==> config.mk <==
export PLATFORM = sky130hd
export DESIGN_NAME = execCore
export DESIGN_NICKNAME = d
export VERILOG_FILES = /design/src/verilog/isaPkg.sv /design/src/verilog/pipePkg.sv /design/src/verilog/idExBundle.sv /design/src/verilog/decodeQueue.sv /design/src/verilog/registerFile.sv /design/src/verilog/idExRegister.sv /design/src/verilog/executeUnit.sv /design/src/verilog/pipeControl.sv /design/src/verilog/execCore.sv
export SDC_FILE = /design/constraint.sdc
export NUM_CORES = 2
export LEC_CHECK = 0
export BUFFER_PORTS_ARGS = -buffer_cell sky130_fd_sc_hd__buf_2
export CAP_MARGIN = 20
export CORE_ASPECT_RATIO = 0.8
export CORE_MARGIN = 8
export CORE_UTILIZATION = 45
export DETAILED_ROUTE_END_ITERATION = 6
export GPL_TIMING_DRIVEN = 0
export HOLD_SLACK_MARGIN = 0.03
export SLEW_MARGIN = 40
export SYNTH_ARGS = -nofsm -noshare
export SYNTH_HDL_FRONTEND = slang
export SYNTH_HIERARCHICAL = 1
export SYNTH_SLANG_ARGS = --single-unit
==> constraint.sdc <==
create_clock -name clk -period 48.1 [get_ports clk]
set_input_delay 9.62 -clock clk [delete_from_list [all_inputs] [get_ports clk]]
set_output_delay 9.62 -clock clk [all_outputs]
set_load 0.02 [all_outputs]
==> src/verilog/isaPkg.sv <==
package isaPkg;

    // datapath and PC width
    parameter int dataWidth = 32;

    // register address width and the register count it implies
    parameter int regAddrWidth = 5;
    parameter int numRegs = 1 << regAddrWidth;

    // only the low bits of operand 2 take part in a shift
    parameter int shamtWidth = $clog2(dataWidth);

    // ALU operations carried by a decoded instruction
    typedef enum logic [2:0] {
        ALU_ADD,
        ALU_SUB,
        ALU_AND,
        ALU_OR,
        ALU_XOR,
        ALU_SLT,   // signed compare, result is 0 or 1
        ALU_SLL,
        ALU_LINK   // result is pcNext, as for a jump-and-link
    } aluOp;

endpackage

==> src/verilog/pipePkg.sv <==
package pipePkg;

    // one decoded instruction as it leaves the decoder
    typedef struct packed {
        isaPkg::aluOp                      op;
        logic [isaPkg::regAddrWidth-1:0]   src1;
        logic [isaPkg::regAddrWidth-1:0]   src2;
        logic [isaPkg::regAddrWidth-1:0]   dest;
        logic [isaPkg::dataWidth-1:0]      imm;
        logic                              useImm;   // imm replaces register operand 2
        logic [isaPkg::dataWidth-1:0]      pc;
        logic [isaPkg::dataWidth-1:0]      pcNext;
    } decodedInstr;

    // what the writeback register holds and reports to the sink
    typedef struct packed {
        logic [isaPkg::regAddrWidth-1:0]   dest;
        logic [isaPkg::dataWidth-1:0]      data;
        logic [isaPkg::dataWidth-1:0]      pc;
    } execResult;

    // width of a counter that must hold every value from 0 up to maxCount
    function automatic int creditWidth(input int maxCount);
        return $clog2(maxCount + 1);
    endfunction

endpackage

==> src/verilog/idExBundle.sv <==
`timescale 1ns/1ps

// contents of the execute stage, written by the ID/EX register
interface idExBundle;
    import isaPkg::*;
    import pipePkg::*;

    logic                 valid;   // stage holds a live instruction
    decodedInstr          instr;
    logic [dataWidth-1:0] rd1;     // register operands read in decode
    logic [dataWidth-1:0] rd2;

    // the pipeline register drives the stage
    modport source (
        output valid, instr, rd1, rd2
    );

    // the execute unit only looks at it
    modport sink (
        input valid, instr, rd1, rd2
    );

endinterface

==> src/verilog/decodeQueue.sv <==
`timescale 1ns/1ps

module decodeQueue #(
    parameter int QUEUE_DEPTH = 4
) (
    input  logic                 clk,
    input  logic                 reset,
    input  logic                 pushValid,
    input  pipePkg::decodedInstr pushInstr,
    input  logic                 pop,
    input  logic                 flush,
    output logic                 headValid,
    output pipePkg::decodedInstr headInstr,
    output logic                 instrCredit
);
    import pipePkg::*;

    localparam int ptrWidth = (QUEUE_DEPTH > 1) ? $clog2(QUEUE_DEPTH) : 1;
    localparam int cntWidth = creditWidth(QUEUE_DEPTH);

    decodedInstr         slots [QUEUE_DEPTH];
    logic [ptrWidth-1:0] rdPtr;
    logic [ptrWidth-1:0] wrPtr;
    logic [cntWidth-1:0] count;
    logic [cntWidth-1:0] pendingCredits;   // freed slots not yet returned to the source
    logic [cntWidth-1:0] freedSlots;
    logic                doPush;
    logic                doPop;

    function automatic logic [ptrWidth-1:0] nextPtr(input logic [ptrWidth-1:0] ptr);
        if (ptr == ptrWidth'(QUEUE_DEPTH - 1))
            return '0;
        return ptr + 1'b1;
    endfunction

    assign headValid   = (count != '0);
    assign headInstr   = slots[rdPtr];
    assign instrCredit = (pendingCredits != '0);   // drained at one credit per cycle

    assign doPush = pushValid && (count < cntWidth'(QUEUE_DEPTH));
    assign doPop  = pop && headValid && !flush;

    // a flush empties the queue, and a push in the same cycle goes with it
    always_comb begin
        if (flush)
            freedSlots = count + cntWidth'(doPush);
        else
            freedSlots = cntWidth'(doPop);
    end

    always_ff @(posedge clk or posedge reset) begin
        if (reset) begin
            rdPtr          <= '0;
            wrPtr          <= '0;
            count          <= '0;
            pendingCredits <= '0;
        end else begin
            if (flush) begin
                rdPtr <= '0;
                wrPtr <= '0;
                count <= '0;
            end else begin
                if (doPush)
                    wrPtr <= nextPtr(wrPtr);
                if (doPop)
                    rdPtr <= nextPtr(rdPtr);
                count <= count + cntWidth'(doPush) - cntWidth'(doPop);
            end
            pendingCredits <= pendingCredits + freedSlots - cntWidth'(instrCredit);
        end
    end

    always_ff @(posedge clk) begin
        if (doPush && !flush)
            slots[wrPtr] <= pushInstr;
    end

    // the source only pushes on a credit it holds, so a full queue never sees a push
    assert property (@(posedge clk) disable iff (reset)
        pushValid |-> count < cntWidth'(QUEUE_DEPTH))
        else $error("decodeQueue: push into a full queue");

endmodule

==> src/verilog/registerFile.sv <==
`timescale 1ns/1ps

module registerFile (
    input  logic                            clk,
    input  logic                            reset,
    input  logic [isaPkg::regAddrWidth-1:0] rdAddr1,
    input  logic [isaPkg::regAddrWidth-1:0] rdAddr2,
    output logic [isaPkg::dataWidth-1:0]    rdData1,
    output logic [isaPkg::dataWidth-1:0]    rdData2,
    input  logic                            wrEnable,
    input  logic [isaPkg::regAddrWidth-1:0] wrAddr,
    input  logic [isaPkg::dataWidth-1:0]    wrData
);
    import isaPkg::*;

    logic [dataWidth-1:0] regs [numRegs];

    // read port logic, instantiated once for each operand
    function automatic logic [dataWidth-1:0] readPort(input logic [regAddrWidth-1:0] addr);
        if (addr == '0)
            return '0;   // x0 always reads zero
        if (wrEnable && wrAddr == addr)
            return wrData;   // write-through, the reader sees this cycle's write
        return regs[addr];
    endfunction

    always_comb begin
        rdData1 = readPort(rdAddr1);
        rdData2 = readPort(rdAddr2);
    end

    always_ff @(posedge clk or posedge reset) begin
        if (reset) begin
            for (int i = 0; i < numRegs; i++)
                regs[i] <= '0;
        end else if (wrEnable && wrAddr != '0) begin
            regs[wrAddr] <= wrData;   // writes to x0 are dropped
        end
    end

endmodule

==> src/verilog/idExRegister.sv <==
`timescale 1ns/1ps

// decode to execute pipeline register
module idExRegister (
    input  logic                         clk,
    input  logic                         reset,
    input  logic                         stallE,
    input  logic                         flushE,
    input  logic                         headValid,
    input  pipePkg::decodedInstr         headInstr,
    input  logic [isaPkg::dataWidth-1:0] rd1,
    input  logic [isaPkg::dataWidth-1:0] rd2,
    idExBundle.source                    stage
);

    always_ff @(posedge clk or posedge reset) begin
        if (reset) begin
            stage.valid <= 1'b0;
            stage.instr <= '0;
            stage.rd1   <= '0;
            stage.rd2   <= '0;
        end else if (flushE) begin
            // flush wins over stall and leaves a bubble
            stage.valid <= 1'b0;
            stage.instr <= '0;
            stage.rd1   <= '0;
            stage.rd2   <= '0;
        end else if (!stallE) begin
            stage.valid <= headValid;   // an empty queue head moves in as a bubble
            stage.instr <= headInstr;
            stage.rd1   <= rd1;
            stage.rd2   <= rd2;
        end
    end

    // whatever the stall says, a flushed stage is empty on the next cycle
    assert property (@(posedge clk) disable iff (reset)
        flushE |=> !stage.valid)
        else $error("idExRegister: stage still valid after a flush");

endmodule

==> src/verilog/executeUnit.sv <==
`timescale 1ns/1ps

module executeUnit (
    input  logic                            clk,
    input  logic                            reset,
    idExBundle.sink                         stage,
    input  logic                            advance,
    output logic                            wrEnable,
    output logic [isaPkg::regAddrWidth-1:0] wrAddr,
    output logic [isaPkg::dataWidth-1:0]    wrData,
    output pipePkg::execResult              result,
    output logic                            resultValid
);
    import isaPkg::*;
    import pipePkg::*;

    logic [dataWidth-1:0] opA;
    logic [dataWidth-1:0] regB;
    logic [dataWidth-1:0] opB;
    logic [dataWidth-1:0] aluOut;
    logic                 fwdA;
    logic                 fwdB;
    logic                 fire;

    // forward from the writeback register when it targets a source register
    assign fwdA = resultValid && (result.dest != '0) && (result.dest == stage.instr.src1);
    assign fwdB = resultValid && (result.dest != '0) && (result.dest == stage.instr.src2);

    assign opA  = fwdA ? result.data : stage.rd1;
    assign regB = fwdB ? result.data : stage.rd2;
    assign opB  = stage.instr.useImm ? stage.instr.imm : regB;

    always_comb begin
        case (stage.instr.op)
            ALU_ADD:  aluOut = opA + opB;
            ALU_SUB:  aluOut = opA - opB;
            ALU_AND:  aluOut = opA & opB;
            ALU_OR:   aluOut = opA | opB;
            ALU_XOR:  aluOut = opA ^ opB;
            ALU_SLT:  aluOut = dataWidth'($signed(opA) < $signed(opB));
            ALU_SLL:  aluOut = opA << opB[shamtWidth-1:0];
            ALU_LINK: aluOut = stage.instr.pcNext;
            default:  aluOut = '0;
        endcase
    end

    assign fire = stage.valid && advance;   // only moves on while an output credit is left

    // the register file takes the result on the same edge as the writeback register
    assign wrEnable = fire;
    assign wrAddr   = stage.instr.dest;
    assign wrData   = aluOut;

    always_ff @(posedge clk or posedge reset) begin
        if (reset)
            resultValid <= 1'b0;
        else
            resultValid <= fire;   // a single-cycle pulse per result
    end

    always_ff @(posedge clk) begin
        if (fire)
            result <= '{dest: stage.instr.dest, data: aluOut, pc: stage.instr.pc};
    end

endmodule

==> src/verilog/pipeControl.sv <==
`timescale 1ns/1ps

module pipeControl #(
    parameter int OUT_CREDITS = 2
) (
    input  logic clk,
    input  logic reset,
    input  logic flush,
    input  logic headValid,
    input  logic stageValid,
    input  logic resultCredit,
    input  logic resultValid,
    output logic stallE,
    output logic flushE,
    output logic popQueue,
    output logic advance
);
    import pipePkg::*;

    localparam int cntWidth = creditWidth(OUT_CREDITS);

    typedef enum logic {
        RUN,
        BLOCKED   // no output credit left
    } ctrlState;

    ctrlState            state;
    logic [cntWidth-1:0] creditCount;
    logic [cntWidth-1:0] creditNext;

    // the result now on the output already owns one of the counted credits
    assign creditNext = creditCount + cntWidth'(resultCredit) - cntWidth'(resultValid);

    assign advance  = (state == RUN) && (creditCount > cntWidth'(resultValid));
    assign stallE   = stageValid && !advance;
    assign popQueue = headValid && !stallE && !flush;
    assign flushE   = flush;   // a redirect only ever clears the execute stage

    always_ff @(posedge clk or posedge reset) begin
        if (reset) begin
            creditCount <= cntWidth'(OUT_CREDITS);
            state       <= (OUT_CREDITS > 0) ? RUN : BLOCKED;
        end else begin
            creditCount <= creditNext;
            state       <= (creditNext == '0) ? BLOCKED : RUN;
        end
    end

    // the sink never hands back more credits than it was given
    assert property (@(posedge clk) disable iff (reset)
        creditCount <= cntWidth'(OUT_CREDITS))
        else $error("pipeControl: output credit count above OUT_CREDITS");

endmodule

==> src/verilog/execCore.sv <==
`timescale 1ns/1ps

module execCore #(
    parameter int QUEUE_DEPTH = 4,
    parameter int OUT_CREDITS = 2
) (
    input  logic                            clk,
    input  logic                            reset,
    input  logic                            instrValid,
    input  isaPkg::aluOp                    instrOp,
    input  logic [isaPkg::regAddrWidth-1:0] instrSrc1,
    input  logic [isaPkg::regAddrWidth-1:0] instrSrc2,
    input  logic [isaPkg::regAddrWidth-1:0] instrDest,
    input  logic [isaPkg::dataWidth-1:0]    instrImm,
    input  logic                            instrUseImm,
    input  logic [isaPkg::dataWidth-1:0]    instrPc,
    input  logic [isaPkg::dataWidth-1:0]    instrPcNext,
    output logic                            instrCredit,
    output logic                            resultValid,
    output logic [isaPkg::regAddrWidth-1:0] resultDest,
    output logic [isaPkg::dataWidth-1:0]    resultData,
    output logic [isaPkg::dataWidth-1:0]    resultPc,
    input  logic                            resultCredit,
    input  logic                            flush
);
    import isaPkg::*;
    import pipePkg::*;

    decodedInstr             pushInstr;
    decodedInstr             headInstr;
    execResult               result;
    logic                    headValid;
    logic                    stallE;
    logic                    flushE;
    logic                    popQueue;
    logic                    advance;
    logic [dataWidth-1:0]    rd1;
    logic [dataWidth-1:0]    rd2;
    logic                    wrEnable;
    logic [regAddrWidth-1:0] wrAddr;
    logic [dataWidth-1:0]    wrData;

    idExBundle stageBus ();

    assign pushInstr = '{op: instrOp, src1: instrSrc1, src2: instrSrc2, dest: instrDest,
                         imm: instrImm, useImm: instrUseImm, pc: instrPc,
                         pcNext: instrPcNext};

    assign resultDest = result.dest;
    assign resultData = result.data;
    assign resultPc   = result.pc;

    decodeQueue #(
        .QUEUE_DEPTH(QUEUE_DEPTH)
    ) queue (
        .clk         (clk),
        .reset       (reset),
        .pushValid   (instrValid),
        .pushInstr   (pushInstr),
        .pop         (popQueue),
        .flush       (flush),
        .headValid   (headValid),
        .headInstr   (headInstr),
        .instrCredit (instrCredit)
    );

    // operands are read for the queue head, just before it enters execute
    registerFile regFile (
        .clk      (clk),
        .reset    (reset),
        .rdAddr1  (headInstr.src1),
        .rdAddr2  (headInstr.src2),
        .rdData1  (rd1),
        .rdData2  (rd2),
        .wrEnable (wrEnable),
        .wrAddr   (wrAddr),
        .wrData   (wrData)
    );

    idExRegister idEx (
        .clk       (clk),
        .reset     (reset),
        .stallE    (stallE),
        .flushE    (flushE),
        .headValid (headValid),
        .headInstr (headInstr),
        .rd1       (rd1),
        .rd2       (rd2),
        .stage     (stageBus.source)
    );

    executeUnit execute (
        .clk         (clk),
        .reset       (reset),
        .stage       (stageBus.sink),
        .advance     (advance),
        .wrEnable    (wrEnable),
        .wrAddr      (wrAddr),
        .wrData      (wrData),
        .result      (result),
        .resultValid (resultValid)
    );

    pipeControl #(
        .OUT_CREDITS(OUT_CREDITS)
    ) control (
        .clk          (clk),
        .reset        (reset),
        .flush        (flush),
        .headValid    (headValid),
        .stageValid   (stageBus.valid),
        .resultCredit (resultCredit),
        .resultValid  (resultValid),
        .stallE       (stallE),
        .flushE       (flushE),
        .popQueue     (popQueue),
        .advance      (advance)
    );

endmodule

-- Word-level counts from Yosys, hierarchy flattened
Memory sizes are Yosys's and may differ from the RTL's.
Cells that the tools add are included.
- equal/unequal tests: 14
- magnitude comparators: 7
- reduce and logical (&&, ||, !) cells: 29
- shift operators: 1
- muxes and demuxes: 54
- add/sub/neg operators: 10
- bitwise operators: 7
- operators with widths (cell ; number):
    $bwmux 1024 ; 1
    $mux 32 ; 20
    $bmux 32 s5 ; 2
    $pmux 32 s8 ; 1
    $mux 115 ; 2
    $demux 32 s5 ; 1
    $add 32x32->32 ; 1
    $and 32x32->32 ; 1
    $lt 32x32->1 ; 1
    $or 32x32->32 ; 1
    $shl 32x5->32 ; 1
    $sub 32x32->32 ; 1
    $xor 32x32->32 ; 1
    $eq 5x5->1 ; 4
    $ge 6x6->1 const B ; 3
    $not 5->6 ; 3
    $mux 1 ; 17
    $logic_and 1x1->1 ; 16
    $mux 2 ; 8
    $eq 3x3->1 const B ; 4
    $logic_not 5->1 ; 2
    $reduce_bool 5->1 ; 2
    $eq 3x2->1 const B ; 2
    $lt 6x1->1 const B ; 1
    other kinds (18) ; 26
- memories kept: 1
- RAM bits: 460
- logic and storage cells: 176
- output and inout bits: 71
- flip-flop bits (word level): 1287
- memory list (memory ; depth ; bits a word ; rd ports ; clocked after memory_dff ; wr ports ; line ; RTL):
    queue.slots ; 4 ; 115 ; 1 ; 0 ; 1 ; decodeQueue.sv:21 ; decodedInstr slots [QUEUE_DEPTH];

-- Depth between registers and ports, before layout
- word-level depth: 14
- depth in mapped cells: 26
- gate-level depth less buffers: 23

-- By module
Netlist, hierarchy kept.
- modules (own cells, without submodules) (module ; instances ; seq. area each (um^2) ; area an instance (um^2) ; cells an instance):
    registerFile ; 1 ; 25624.6 ; 55355.6 ; 3844
    decodeQueue ; 1 ; 14063.5 ; 17222.8 ; 667
    executeUnit ; 1 ; 2097.0 ; 10247.3 ; 1324
    idExRegister ; 1 ; 4504.3 ; 7257.0 ; 581
    pipeControl ; 1 ; 76.3 ; 206.4 ; 18

-- Worst setup path before layout
Ideal clock, no wire load.
- path type: in2reg
- start point: input instrValid
- end point: memory queue/slots[0][0] (netlist bit) (enable)
- stages on the path: 3
- required time: 47.612 ns
- path slack: 35.110 ns
- buffers on the path: 0
- arrival: 12.502 ns
- path through: nand2b_1 nor2_1 and2_1
- longest elaborated chain between the ends: 4
- ends and longest elaborated chain (what ; line ; RTL):
    start: declaration ; execCore.sv:9 ; input logic instrValid,
    $logic_and 1x1->1 ; decodeQueue.sv:40 ; assign doPush = pushValid && (count < cntWidth'(QUEUE_DEPTH));
    $logic_and 1x1->1 ; decodeQueue.sv:74 ; if (doPush && !flush)
    $mux 1 ; decodeQueue.sv:74 ;
    $mux 1 (implied by the code) ; decodeQueue.sv:75 ; slots[wrPtr] <= pushInstr;
    end: declaration ; decodeQueue.sv:21 ;
Every way passes these cells.

-- Worst setup path in the final report
- start point: register queue.pendingCredits[2]
- end point: output instrCredit
- longest elaborated chain between the ends: 1
- ends and longest elaborated chain (what ; line ; RTL):
    start: declaration ; decodeQueue.sv:25 ; logic [cntWidth-1:0] pendingCredits;
    start signal: assignment ; decodeQueue.sv:69 ; pendingCredits <= pendingCredits + freedSlots - cntWidth'(instrCredit);
    $reduce_bool 3->1 ; decodeQueue.sv:38 ; assign instrCredit = (pendingCredits != '0);
    end: declaration ; execCore.sv:18 ; output logic instrCredit,
Every way passes these cells.

==> run summary <==
The number of cells on the worst hold path came out at 0. Compared with the post-synthesis result, the final layout area differs by 13.9%. The time the worst path needs with I/O delays and setup is 11.42 ns. At the end of routability-driven placement, the weighted congestion stood at 1.05. The total negative slack for setup checks is 0 ns. The data arrival time of the critical path came out at 1.80 ns. The region available for standard cell placement spans 200000 µm². The share of the clock period used by the worst path after layout came out at 0.238.

The width of the chip is 517 µm. The routed layout has 67000 vias. The worst slack after detailed placement is 35.84 ns.

In this run the tightest slew margin relative to its limit is 0.271. The cell area after synthesis is 90300 µm². The number of enable flip-flop cells after synthesis came out at 529. The total global routing track utilization is 0.359.

The clock tree root driver cell is sky130_fd_sc_hd__clkbuf_16. In the final layout, the share of cells above drive strength 1 is 0.367. The chip height is 417 µm. The initial antenna violation count is 49.

The first TritonRoute pass finished after 6 iterations. By area the synthesized netlist is led by sky130_fd_sc_hd__dfrtp_1 34%, sky130_fd_sc_hd__edfxtp_1 18%, sky130_fd_sc_hd__mux4_2 14%. Clock tree synthesis inserted a total of 180 buffers. The flow ran to the end, and the final reports show no timing, DRC or antenna violations. After detailed routing, the average wire length per cell comes to 40.6 µm. The final setup slack of the worst path came out at 36.68 ns. Using the TritonRoute via totals, the vias-per-cell ratio works out to 6.88.

CTS built an H-tree with a depth of 4. The fraction of registers with async set or reset after synthesis came out at 0.697. The hold-critical path endpoint is execute/result[66]$_DFFE_PP_. The endpoint identified for the worst register-to-register timing path is idEx/stage.rd2[0]$_DFFE_PP0P_. The portion of the post-synthesis area used by sequential elements came out at 0.514. By count the netlist is led by 1217 x sky130_fd_sc_hd__dfrtp_1, 1024 x sky130_fd_sc_hd__mux2_2, 546 x sky130_fd_sc_hd__mux4_2, 540 x sky130_fd_sc_hd__mux2i_1, 529 x sky130_fd_sc_hd__edfxtp_1. Once the clock tree was built, the setup fixing pass inserted 0 buffers. For the pin with the worst max-slew slack, the measured transition is 1.09 ns. The number of distinct library cell variants in the gate-level netlist after synthesis came out at 92. The required time of the critical path is 38.48 ns.

The startpoint of the worst-slack reg-to-reg timing path is execute/result[66]$_DFFE_PP_. In the synthesized netlist, the number of instances is 6434. The class of the most critical hold timing path is reg -> reg. The number of DRC violations after detailed-routing iteration 0 came out at 10600. The post-layout utilization of the core is 0.514. The aggregate global routing overflow is 0. The number of nets with antenna violations after detailed routing is 0. STA classifies the critical path endpoint as an output port.

For flop-to-flop paths, the worst setup slack is 39.01 ns. The via count of the first global-routing pass came out at 63400. The post-route DRC violation count came out at 0. The clock latency on the worst-skew pair is 0.88 ns. The post-cts hold buffer count came out at 0. When the netlist entered floorplanning its net count stood at 6668. The starting density of the core came out at 0.451.

The count of state elements after synthesis is 1747. IR analysis of the VDD net gives a maximum drop of 37.4 µV. Wires add up to 395000 µm. Of the post-synthesis cell area, the dominant cell type holds 0.337. The type of origin of the critical path is a register. By instance count, the leading cell after synthesis is sky130_fd_sc_hd__dfrtp_1.

The power per cell area is 57.3 nW/µm². The clock net sink count is 1747. The area enclosed by the die boundary is 215000 µm². Across the run, the number of max-cap violations was 0. The final count of pins violating max slew is 0. The clock transition at the registers of the reported paths is 0.07 ns. Input and output buffers added on the ports amount to 190. Entering global routing, the biggest net connects 80 pins. The final non-filler cell area came out at 103000 µm². For this design the static power due to leakage is 0.0437 µW. The clock passes through at most 3 buffers. The global-route wire length before repair came out at 536000 µm. Among all flip-flop cells after synthesis, the most frequent one is sky130_fd_sc_hd__dfrtp_1.

Along the worst path, the maximum fanout reaches 2. The total number of yosys warnings came out at 6. The detailed-placement wirelength estimate came out at 287000 µm. The number of failing hold endpoints at the final stage is 0. The filler cell count in the final layout is 17100. sky130_fd_sc_hd__dfrtp_1 takes more of the synthesized area than any other cell. The I/O pin total is 191. The worst hold path begins at idEx/stage.instr[99]$_DFFE_PP0P_. Setup repair after global routing left no endpoint under its margin. The total number of nets in the final design came out at 7108. The cell area after placement is 96500 µm². The worst clock skew came out at 0.0883 ns.

The maximum achievable frequency came out at 87.5 MHz. The worst reg-to-reg path cell count is 26. Setup violations remaining at the end of the flow were counted as 0. The count of standard-cell rows came out at 147. TritonCTS built the clock tree. The number of gates given a new drive strength after cts is 0.

After synthesis, the mean cell area works out to 14.0 µm². The setup path with the least slack is of type reg -> out.
worst max-delay path, cell delays in order, from the launching register on:
cell	delay (ns)
sky130_fd_sc_hd__dfrtp_1	0.39
sky130_fd_sc_hd__or3_1	0.36
sky130_fd_sc_hd__buf_2	0.18
cells by family after synthesis:
kind of cell,count (synthesis),share of synthesized area
compound gates,782,0.0585
xor+xnor,45,0.00455
fa+ha+maj,114,0.0160
buf+inv,719,0.0378
flops,1747,0.514
mux,2113,0.324
simple gates,914,0.0454
how the worst max path moves through the flow:
| stage | startpoint | to | slack (ns) | cells past startpoint |
|---|---|---|---|---|
| after floorplan | reset | regFile/regs[0]$_DFFE_PP0P_ | 9.66 | 1 |
| after global placement | reset | regFile/regs[207]$_DFFE_PP0P_ | -2.98 | 2 |
| after detailed placement | flush | queue/pendingCredits[2]$_DFF_PP0_ | 35.84 | 13 |
| after CTS | queue/pendingCredits[2]$_DFF_PP0_ | instrCredit | 36.61 | 2 |
| after global routing | queue/pendingCredits[2]$_DFF_PP0_ | instrCredit | 36.60 | 2 |
| final | queue/pendingCredits[2]$_DFF_PP0_ | instrCredit | 36.68 | 2 |
metal layers:
| layer | GRT usage | share of wire | vias up |
|---|---|---|---|
| met3 | 0.181 | 0.15 | 1189 |
| met5 | 0.0112 | 0.00044 | - |
| met4 | 0.168 | 0.060 | 18 |
| met2 | 0.464 | 0.39 | 5167 |
| met1 | 0.495 | 0.40 | 35200 |
| li1 | - | - | 25400 |
state kept, by name, summed over array words and instances (netlist names), 2 cells and up:
| signal | flops |
|---|---|
| queue/count | 3 |
| regFile/regs | 1024 |
| control/creditCount | 2 |
| queue/wrPtr | 2 |
| idEx/stage.rd2 | 32 |
| queue/rdPtr | 2 |
| queue/pendingCredits | 3 |
| idEx/stage.rd1 | 32 |
| queue/slots | 460 |
| execute/result | 69 |
| idEx/stage.instr | 115 |
cell type report:
type | instances | area [µm²] | share of cell area
flip-flops and latches | 1747 | 46400 | 0.451
multi-input cells | 3968 | 40800 | 0.397
clock buffers | 249 | 5090 | 0.0496
well taps | 2682 | 3360 | 0.0326
plain buffers | 594 | 3150 | 0.0306
repair buffers | 258 | 2380 | 0.0232
clock inverters | 80 | 1050 | 0.0102
inverters | 125 | 484 | 0.00471
diodes | 36 | 90.1 | 0.000876
power by group:
part	switching, µW	internal, µW
registers	168	1770
clock network	641	818
logic	1690	797
through the flow:
stage	total power (µW)	hold slack, ns	std cells
after global placement	4220	0.432	9306
after detailed placement	4300	0.436	9373
after global routing	6000	0.448	9706
after floorplan	3240	0.425	6434
after CTS	5760	0.429	9702
final	5890	0.444	9739
cell usage in the layout (no fill, tap or decap), types with 61 or more instances in the layout:
cell and instances:
sky130_fd_sc_hd__a21oi_1 146, sky130_fd_sc_hd__a221oi_1 61, sky130_fd_sc_hd__buf_2 356, sky130_fd_sc_hd__buf_4 71, sky130_fd_sc_hd__clkbuf_1 252, sky130_fd_sc_hd__clkbuf_16 181, sky130_fd_sc_hd__clkbuf_2 92, sky130_fd_sc_hd__dfrtp_1 1217
sky130_fd_sc_hd__edfxtp_1 529, sky130_fd_sc_hd__ha_1 111, sky130_fd_sc_hd__inv_1 118, sky130_fd_sc_hd__mux2_2 1024, sky130_fd_sc_hd__mux2i_1 530, sky130_fd_sc_hd__mux4_2 546, sky130_fd_sc_hd__nand2_1 277, sky130_fd_sc_hd__nand3_1 71
sky130_fd_sc_hd__nor2_1 324, sky130_fd_sc_hd__nor3_1 61, sky130_fd_sc_hd__o21ai_0 182
No activity file was read; power rests on OpenSTA's default activity.
